<file path="src/include/game_sdram_defines.svh">
// SDRAM bank geometry, client slot count and ROM region base addresses
`ifndef GAME_SDRAM_DEFINES_SVH
`define GAME_SDRAM_DEFINES_SVH

// Bank word-address width
`define SDRAM_AW 22

// One SDRAM word
`define SDRAM_DW 16

// Clients sharing the bank read port
`define NUM_SLOTS 3

// Region offsets in SDRAM words
// Main CPU program ROM
`define MAIN_ROM_BASE 22'h00_0000

// Graphics ROM, two words per payload
`define GFX_ROM_BASE 22'h10_0000

// Sound PCM samples, two bytes per word
`define PCM_ROM_BASE 22'h30_0000

`endif

</file>
<file path="src/hw/sdram_pkg.sv">
// Package sdram_pkg with the bank-side address, word and slot index types
`include "game_sdram_defines.svh"

package sdram_pkg;

    // Word address inside the bank
    typedef logic [`SDRAM_AW-1:0] sdram_addr_t;

    // Data word as read from the bank
    typedef logic [`SDRAM_DW-1:0] sdram_word_t;

    // Index of one client slot at the arbiter
    typedef logic [$clog2(`NUM_SLOTS)-1:0] slot_id_t;

endpackage

</file>
<file path="src/hw/client_pkg.sv">
// Package client_pkg with the ROM client payload and address types
`include "game_sdram_defines.svh"

package client_pkg;

    // Main CPU reads one SDRAM word at a time
    typedef logic [`SDRAM_DW-1:0] main_rom_data_t;

    // Graphics payload spans two SDRAM words
    typedef logic [2*`SDRAM_DW-1:0] gfx_rom_data_t;

    // PCM sample, one byte of a word
    typedef logic [7:0] pcm_data_t;

    // Counted in payloads, so a byte address for PCM
    typedef logic [`SDRAM_AW-2:0] client_addr_t;

endpackage

</file>
<file path="src/hw/sdram_slot.sv">
// Module sdram_slot, a one-entry read cache in front of the SDRAM arbiter
`timescale 1ns/1ps
`include "game_sdram_defines.svh"

module sdram_slot
    import sdram_pkg::*;
    import client_pkg::*;
#(
    parameter type         payload_t   = logic [15:0],
    parameter sdram_addr_t region_base = '0
) (
    input  logic         VB,
    input  logic         reset,
    // Client side
    input  logic         cs,
    input  client_addr_t addr,
    output payload_t     data,
    output logic         ok,
    // Arbiter side
    output logic         req,
    output sdram_addr_t  req_addr,
    input  logic         word_valid,
    input  sdram_word_t  word_data,
    input  logic         done
);

    localparam int pw = $bits(payload_t);

    logic         cache_valid;
    client_addr_t cache_addr;
    payload_t     cache_data;
    client_addr_t fetch_addr;
    payload_t     fill_data;
    sdram_addr_t  word_offset;
    logic         hit;
    logic         start_fetch;
    logic         fetch_end;

    assign hit         = cache_valid && (cache_addr == addr);
    assign ok          = cs && hit;
    assign data        = cache_data;

    // A fetch in flight always runs to its end, then the compare starts over
    assign start_fetch = cs && !hit && !req;
    assign fetch_end   = req && word_valid && done;

    assign req_addr    = region_base + word_offset;

    always_ff @(posedge VB) begin
        if (reset) begin
            req         <= 1'b0;
            cache_valid <= 1'b0;
        end else begin
            if (start_fetch) begin
                req <= 1'b1;
            end else if (fetch_end) begin
                req         <= 1'b0;
                cache_valid <= 1'b1;
            end
        end
    end

    // Address is frozen for the whole fetch
    always_ff @(posedge VB) begin
        if (start_fetch) begin
            fetch_addr <= addr;
        end
        if (fetch_end) begin
            cache_addr <= fetch_addr;
            cache_data <= fill_data;
        end
    end

    // Word mapping and payload assembly depend on the payload width
    generate
        if (pw > `SDRAM_DW) begin : g_two_words
            sdram_word_t low_word;

            // Even word arrives first and fills the low half
            always_ff @(posedge VB) begin
                if (word_valid && !done) begin
                    low_word <= word_data;
                end
            end

            assign fill_data   = {word_data, low_word};
            assign word_offset = {fetch_addr, 1'b0};
        end else if (pw < `SDRAM_DW) begin : g_byte
            // Bit 0 picks the byte lane, the rest is the word index
            assign fill_data   = fetch_addr[0] ? word_data[15:8] : word_data[7:0];
            assign word_offset = sdram_addr_t'(fetch_addr[`SDRAM_AW-2:1]);
        end else begin : g_one_word
            assign fill_data   = word_data;
            assign word_offset = sdram_addr_t'(fetch_addr);
        end
    endgenerate

endmodule

</file>
<file path="src/hw/sdram_arbiter.sv">
// Module sdram_arbiter, round-robin owner of the SDRAM bank read port
`timescale 1ns/1ps
`include "game_sdram_defines.svh"

module sdram_arbiter
    import sdram_pkg::*;
#(
    // Slots whose payload takes two SDRAM words
    parameter logic [`NUM_SLOTS-1:0] two_word_slots = '0
) (
    input  logic                  VB,
    input  logic                  reset,
    // Slot side
    input  logic [`NUM_SLOTS-1:0] req,
    input  sdram_addr_t           req_addr [`NUM_SLOTS],
    output logic [`NUM_SLOTS-1:0] word_valid,
    output logic [`NUM_SLOTS-1:0] done,
    output sdram_word_t           word_data,
    // Bank read port
    output sdram_addr_t           ba_addr,
    output logic                  ba_rd,
    input  logic                  ba_ack,
    input  logic                  ba_dok,
    input  logic                  ba_rdy,
    input  sdram_word_t           data_read
);

    typedef enum logic [1:0] {
        s_idle,
        s_ask,
        s_wait
    } state_t;

    state_t   state;
    slot_id_t grant;
    slot_id_t rr_ptr;
    slot_id_t pick;
    logic     pick_valid;
    logic     word_cnt;
    logic     last_word;

    // First requesting slot, searching from the round-robin pointer
    always_comb begin
        int unsigned idx;
        pick       = rr_ptr;
        pick_valid = 1'b0;
        for (int i = 0; i < `NUM_SLOTS; i++) begin
            idx = (int'(rr_ptr) + i) % `NUM_SLOTS;
            if (!pick_valid && req[idx]) begin
                pick       = slot_id_t'(idx);
                pick_valid = 1'b1;
            end
        end
    end

    assign last_word = !two_word_slots[grant] || word_cnt;
    assign ba_rd     = (state == s_ask);
    assign word_data = data_read;

    // Strobes reach the granted slot only
    always_comb begin
        word_valid = '0;
        done       = '0;
        if (state == s_wait) begin
            word_valid[grant] = ba_dok;
            done[grant]       = ba_rdy && last_word;
        end
    end

    always_ff @(posedge VB) begin
        if (reset) begin
            state    <= s_idle;
            grant    <= '0;
            rr_ptr   <= '0;
            word_cnt <= 1'b0;
        end else begin
            case (state)
                s_idle: begin
                    if (pick_valid) begin
                        grant    <= pick;
                        word_cnt <= 1'b0;
                        state    <= s_ask;
                        if (pick == slot_id_t'(`NUM_SLOTS - 1)) begin
                            rr_ptr <= '0;
                        end else begin
                            rr_ptr <= pick + 1'b1;
                        end
                    end
                end
                s_ask: begin
                    if (ba_ack) begin
                        state <= s_wait;
                    end
                end
                s_wait: begin
                    if (ba_rdy) begin
                        if (last_word) begin
                            state <= s_idle;
                        end else begin
                            // Second graphics word is a request of its own
                            word_cnt <= 1'b1;
                            state    <= s_ask;
                        end
                    end
                end
                default: begin
                    state <= s_idle;
                end
            endcase
        end
    end

    // Bank address is loaded at grant and stepped for the second word
    always_ff @(posedge VB) begin
        if (state == s_idle && pick_valid) begin
            ba_addr <= req_addr[pick];
        end else if (state == s_wait && ba_rdy && !last_word) begin
            ba_addr <= ba_addr + 1'b1;
        end
    end

endmodule

</file>
<file path="src/hw/game_sdram.sv">
// Module game_sdram, three ROM client slots sharing one SDRAM bank read port
`timescale 1ns/1ps
`include "game_sdram_defines.svh"

module game_sdram
    import sdram_pkg::*;
    import client_pkg::*;
(
    input  logic           VB,
    input  logic           reset,
    // Main CPU program ROM
    input  logic           main_rom_cs,
    input  client_addr_t   main_rom_addr,
    output main_rom_data_t main_rom_data,
    output logic           main_rom_ok,
    // Graphics ROM
    input  logic           gfx_rom_cs,
    input  client_addr_t   gfx_rom_addr,
    output gfx_rom_data_t  gfx_rom_data,
    output logic           gfx_rom_ok,
    // Sound PCM ROM
    input  logic           pcm_cs,
    input  client_addr_t   pcm_addr,
    output pcm_data_t      pcm_data,
    output logic           pcm_ok,
    // SDRAM bank read port
    output sdram_addr_t    ba_addr,
    output logic           ba_rd,
    input  logic           ba_ack,
    input  logic           ba_dok,
    input  logic           ba_rdy,
    input  sdram_word_t    data_read
);

    // Slot order at the arbiter
    localparam int main_slot = 0;
    localparam int gfx_slot  = 1;
    localparam int pcm_slot  = 2;

    localparam logic [`NUM_SLOTS-1:0] gfx_mask = `NUM_SLOTS'(1) << gfx_slot;

    logic [`NUM_SLOTS-1:0] req;
    sdram_addr_t           req_addr [`NUM_SLOTS];
    logic [`NUM_SLOTS-1:0] word_valid;
    logic [`NUM_SLOTS-1:0] done;
    sdram_word_t           word_data;

    sdram_slot #(
        .payload_t   ( main_rom_data_t      ),
        .region_base ( `MAIN_ROM_BASE       )
    ) u_main_slot (
        .VB          ( VB                   ),
        .reset       ( reset                ),
        .cs          ( main_rom_cs          ),
        .addr        ( main_rom_addr        ),
        .data        ( main_rom_data        ),
        .ok          ( main_rom_ok          ),
        .req         ( req[main_slot]       ),
        .req_addr    ( req_addr[main_slot]  ),
        .word_valid  ( word_valid[main_slot]),
        .word_data   ( word_data            ),
        .done        ( done[main_slot]      )
    );

    sdram_slot #(
        .payload_t   ( gfx_rom_data_t       ),
        .region_base ( `GFX_ROM_BASE        )
    ) u_gfx_slot (
        .VB          ( VB                   ),
        .reset       ( reset                ),
        .cs          ( gfx_rom_cs           ),
        .addr        ( gfx_rom_addr         ),
        .data        ( gfx_rom_data         ),
        .ok          ( gfx_rom_ok           ),
        .req         ( req[gfx_slot]        ),
        .req_addr    ( req_addr[gfx_slot]   ),
        .word_valid  ( word_valid[gfx_slot] ),
        .word_data   ( word_data            ),
        .done        ( done[gfx_slot]       )
    );

    sdram_slot #(
        .payload_t   ( pcm_data_t           ),
        .region_base ( `PCM_ROM_BASE        )
    ) u_pcm_slot (
        .VB          ( VB                   ),
        .reset       ( reset                ),
        .cs          ( pcm_cs               ),
        .addr        ( pcm_addr             ),
        .data        ( pcm_data             ),
        .ok          ( pcm_ok               ),
        .req         ( req[pcm_slot]        ),
        .req_addr    ( req_addr[pcm_slot]   ),
        .word_valid  ( word_valid[pcm_slot] ),
        .word_data   ( word_data            ),
        .done        ( done[pcm_slot]       )
    );

    sdram_arbiter #(
        .two_word_slots ( gfx_mask   )
    ) u_arbiter (
        .VB             ( VB         ),
        .reset          ( reset      ),
        .req            ( req        ),
        .req_addr       ( req_addr   ),
        .word_valid     ( word_valid ),
        .done           ( done       ),
        .word_data      ( word_data  ),
        .ba_addr        ( ba_addr    ),
        .ba_rd          ( ba_rd      ),
        .ba_ack         ( ba_ack     ),
        .ba_dok         ( ba_dok     ),
        .ba_rdy         ( ba_rdy     ),
        .data_read      ( data_read  )
    );

endmodule

</file>
<file path="config.mk">
export PLATFORM = sky130hd
export DESIGN_NAME = game_sdram
export DESIGN_NICKNAME = d
export VERILOG_FILES = /design/src/hw/sdram_pkg.sv /design/src/hw/client_pkg.sv /design/src/hw/sdram_slot.sv /design/src/hw/sdram_arbiter.sv /design/src/hw/game_sdram.sv
export VERILOG_INCLUDE_DIRS = /design/src /design/src/include
export SDC_FILE = /design/constraint.sdc
export NUM_CORES = 1
export LEC_CHECK = 0
export BUFFER_PORTS_ARGS = -buffer_cell sky130_fd_sc_hd__buf_2
export CAP_MARGIN = 40
export CELL_PAD_IN_SITES_DETAIL_PLACEMENT = 0
export CELL_PAD_IN_SITES_GLOBAL_PLACEMENT = 1
export CORE_ASPECT_RATIO = 1.75
export CORE_MARGIN = 8
export CORE_UTILIZATION = 46
export CTS_BUF_LIST = sky130_fd_sc_hd__clkbuf_4 sky130_fd_sc_hd__clkbuf_8 sky130_fd_sc_hd__clkbuf_16
export DETAILED_ROUTE_END_ITERATION = 8
export HOLD_SLACK_MARGIN = 0.1
export PLACE_DENSITY = 0.82
export SLEW_MARGIN = 15
export SYNTH_ARGS = -nofsm -noshare
export SYNTH_HDL_FRONTEND = slang
export SYNTH_SLANG_ARGS = --single-unit
</file>
<file path="constraint.sdc">
create_clock -name VB -period 5.2 [get_ports VB]
set_clock_uncertainty 0.15 [all_clocks]
set_input_delay 0.52 -clock VB [delete_from_list [all_inputs] [get_ports VB]]
set_output_delay 0.52 -clock VB [all_outputs]
set_load 0.03 [all_outputs]
</file>
==> results.txt <==
The run finished with clean final reports. Setup repair after global routing left no endpoint under its margin. The critical path in this run is classified as input port to primary output. The global-route wire length before repair came out at 37,200 um. The total area of sequential cells is 6870 um2.

The die covers 25,400 um2. The largest net degree at the start of global routing came out at between 50 and 60. The setup fix buffers added after clock tree synthesis came out at 0. The highest attainable clock frequency came out at 284 MHz. The slew at the pin with the worst max-slew slack came out at between 0.7 and 0.8 ns. Summing internal, switching and leakage power gives 5.66 mW. The sequential area share after synthesis is 0.732.

The hold violation total from the final report was 0. The critical path endpoint category is a primary output. The synthesized design contains 220 enable-type register cells. The multi-input combinational cell area is 2380 um2. In the final routing, the length of wire on met1 measures 9260 um. The later pin in the worst-skew pair is clocked with a latency of 0.49 ns. The count of boundary I/O pins came out at roughly 170. The number of max-slew violations in the final report came to 0.

The hold buffer count at cts is 70. The leading cell type by number of instances after synthesis is edfxtp_1. Of the available clock period, the critical path in the final layout requires 0.676. Sorting the synthesized cells by how often they occur yields edfxtp_1 (220), xnor2_1 (56), nand3_1 (42). The slowest stage of the critical path belongs to the cell nor4_1. Summed over all layers, the routed wires come to around 25,000 um. The filler cell count came out at about 1,600.

The max-capacitance violation count came out at 0. Relative to the synthesized area, the layout overhead comes to 27.8%. The met3 routed wirelength is 1700 um. Yosys attributes the largest share of cell area to edfxtp_1 (70%), xnor2_1 (5.2%), dfxtp_1 (2.8%). The total negative slack for setup checks came out at 0 ns. The worst-case reg-to-reg path depth came out at 9.

The clock-pin slew reported for the worst setup and hold paths after clock tree synthesis is roughly 0.060 ns. The endpoint required time on the critical path came out at 4.53 ns. The netlist uses 53 different library cells. The critical path data arrival time is 2.85 ns. The leading register cell type out of synthesis is edfxtp_1. TritonCTS built the clock tree.

The total number of vias is 6,085. The antenna cell count came out at 0. The overall die width is about 120 um. The effective utilization at floorplan came out at 0.465. The mean post-synth cell area came out at approximately 16 um2. Counting flops and latches in the post-synthesis netlist gives 233.

Walking the worst path, the cells encountered are dlygate4sd3_1 -> buf_2 -> xnor2_1 -> nand4_1 -> nor4_1 -> nand4_1 -> nor2_1 -> buf_2. The post-detailed-route count of antenna-violating nets is 0. Of all nets on the critical path, the largest fanout is 3. The number of antenna violations at the first check in global routing is 0.

The largest area contributor in the synthesized netlist is edfxtp_1. The number of buffers created by CTS came out at 21. In the synthesized netlist the async set-or-reset flop fraction comes to 0. Detailed routing placed a total of 12,900 um of wire on met2. The portion of synthesized cell area occupied by the leading cell type came out at 0.704. The final net count is between 900 and 1,000.

For this run, design rule violations remaining after detail routing come to 0. The floorplan has 69 rows. Along the worst hold path, the cell count comes to 1. The leakage dissipation is 4.31 nW. The nature of the critical path startpoint is an input port. For this design the ratio of total power to cell area is 472 nW/um2.

The via count of the first global-routing pass was 6,430. Summed over all nets, the half-perimeter wirelength after detailed placement is 18,200 um. Yosys printed 0 warnings. Setup violations remaining at the end of the flow were counted as 0. The clock tree root driver cell is clkbuf_16. The min-delay analysis places its worst path in the category input port to register.

Global routing finished with a remaining overflow of 0. The maximum count of clock buffers along a single path is 3. For this block, the initial DRC count from the detailed router was about 520. The uppermost layer routed is met4. Dividing the detail-routed via count by the number of cells gives approximately 5.4. The routed wire length per instance came out at about 22 um. The floorplan step defined a core boundary enclosing 20,200 um2.

The number of clock sinks is between 200 and 250. The headroom to the max-slew limit came out at 0.514. The overall track demand over capacity in global routing is 0.194. Across the VDD grid, the largest voltage drop is between 0.0003 and 0.0004 V. The share of layout cells above drive strength 1 came out at 0.274.

The number of detailed-route iterations in the first pass is 5. During placement, the flow inserted port buffers numbering 168. From bottom edge to top edge, the die measures 205 um. The area of the mapped netlist came out at 9390 um2. For this run, the slowest stage of the critical path takes about 0.64 ns. The number of instances in the synthesized netlist is 604.

Post-CTS repair changed the size of 0 cells. The final core utilization came out at 0.594. The number of nets produced by synthesis is 695. The weighted congestion reported at the end of routability-driven placement came out at 0.893. The clock period minus worst slack is 3.52 ns. The H-tree depth reported by CTS came out at 1.
==> logic make-up after synthesis <==
kind of cell               Yosys count  share of synthesized area
AOI/OAI and AO/OA                   94                     0.0759
xor gates and xnor gates            81                     0.0756
adders and majority gates            4                    0.00533
buffers and inverters               36                     0.0176
DFF                                233                      0.732
muxes                               16                     0.0183
and+or+nand+nor                    140                     0.0757
==> path summary, 6_finish.rpt <==
| kind | start | endpoint | slack [ns] |
|---|---|---|---|
| max | pcm_addr[11] | pcm_ok | 1.68 |
| min | data_read[2] | u_gfx_slot.g_two_words.low_word[2] | 0.11 |
| max reg2reg | u_arbiter.rr_ptr[0] | u_arbiter.ba_addr[18] | 1.87 |
| min reg2reg | u_gfx_slot.g_two_words.low_word[7] | u_gfx_slot.data[7] | 0.27 |
==> routing by layer <==
metal	global-route usage	vias up
met3	0.0315	51
met2	0.340	239
li1	-	2836
met1	0.221	2959
met5	0	-
met4	0.0987	0
==> cell usage in the layout, fill, tap and decap left out, types with 11 or more instances in the layout <==
cell and count:
edfxtp_1 220, buf_2 168, dlygate4sd3_1 72, xnor2_1 56, nand3_1 42, xor2_1 25
nor2_1 22, nand2_1 21, clkbuf_16 21, a21oi_1 20, inv_1 14, nand4_1 14
dfxtp_1 13, o21ai_0 11, a31o_1 11
==> area by class of cell <==
type / count / share of cell area
tap: 248 / 0.0259
multi-input combinational: 335 / 0.198
clock inverter: 7 / 0.00459
clock buffer: 30 / 0.0505
inverter: 14 / 0.00438
timing repair buffer: 256 / 0.144
sequential: 233 / 0.572
==> report_power, final <==
part | switching, mW | internal, mW | total (mW)
clock network | 0.639 | 0.859 | 1.50
logic | 1.05 | 0.647 | 1.70
registers | 0.174 | 2.29 | 2.47
==> flip-flops by register name, summed over array words and instances (netlist names), 2 cells and up <==
signal                           cells
u_arbiter.state                      2
u_main_slot.fetch_addr              21
u_gfx_slot.cache_addr               21
u_arbiter.grant                      2
u_main_slot.data                    16
u_main_slot.cache_addr              21
u_arbiter.rr_ptr                     2
u_gfx_slot.data                     32
u_pcm_slot.data                      8
u_arbiter.ba_addr                   22
u_gfx_slot.g_two_words.low_word     16
u_gfx_slot.fetch_addr               21
u_pcm_slot.cache_addr               21
u_pcm_slot.fetch_addr               21
==> through the flow <==
stage	setup WS (ns)	std cells	hold WS [ns]	area, um2
6_report	1.68	1123	0.108	12000
5_1_grt	1.63	1123	0.101	12000
4_1_cts	1.61	1121	0.101	12000
3_5_place_dp	1.91	1014	0.255	10600
3_3_place_gp	1.84	1008	0.251	10500
2_1_floorplan	0.872	604	0.250	9390
==> critical path: cells and delay by family <==
family / cells / cell delay (ns)
buffers and inverters: 3 / 0.88
xor gates and xnor gates: 1 / 0.16
and+or+nand+nor: 4 / 1.28
Note: power is estimated with default switching activity, not from simulation.
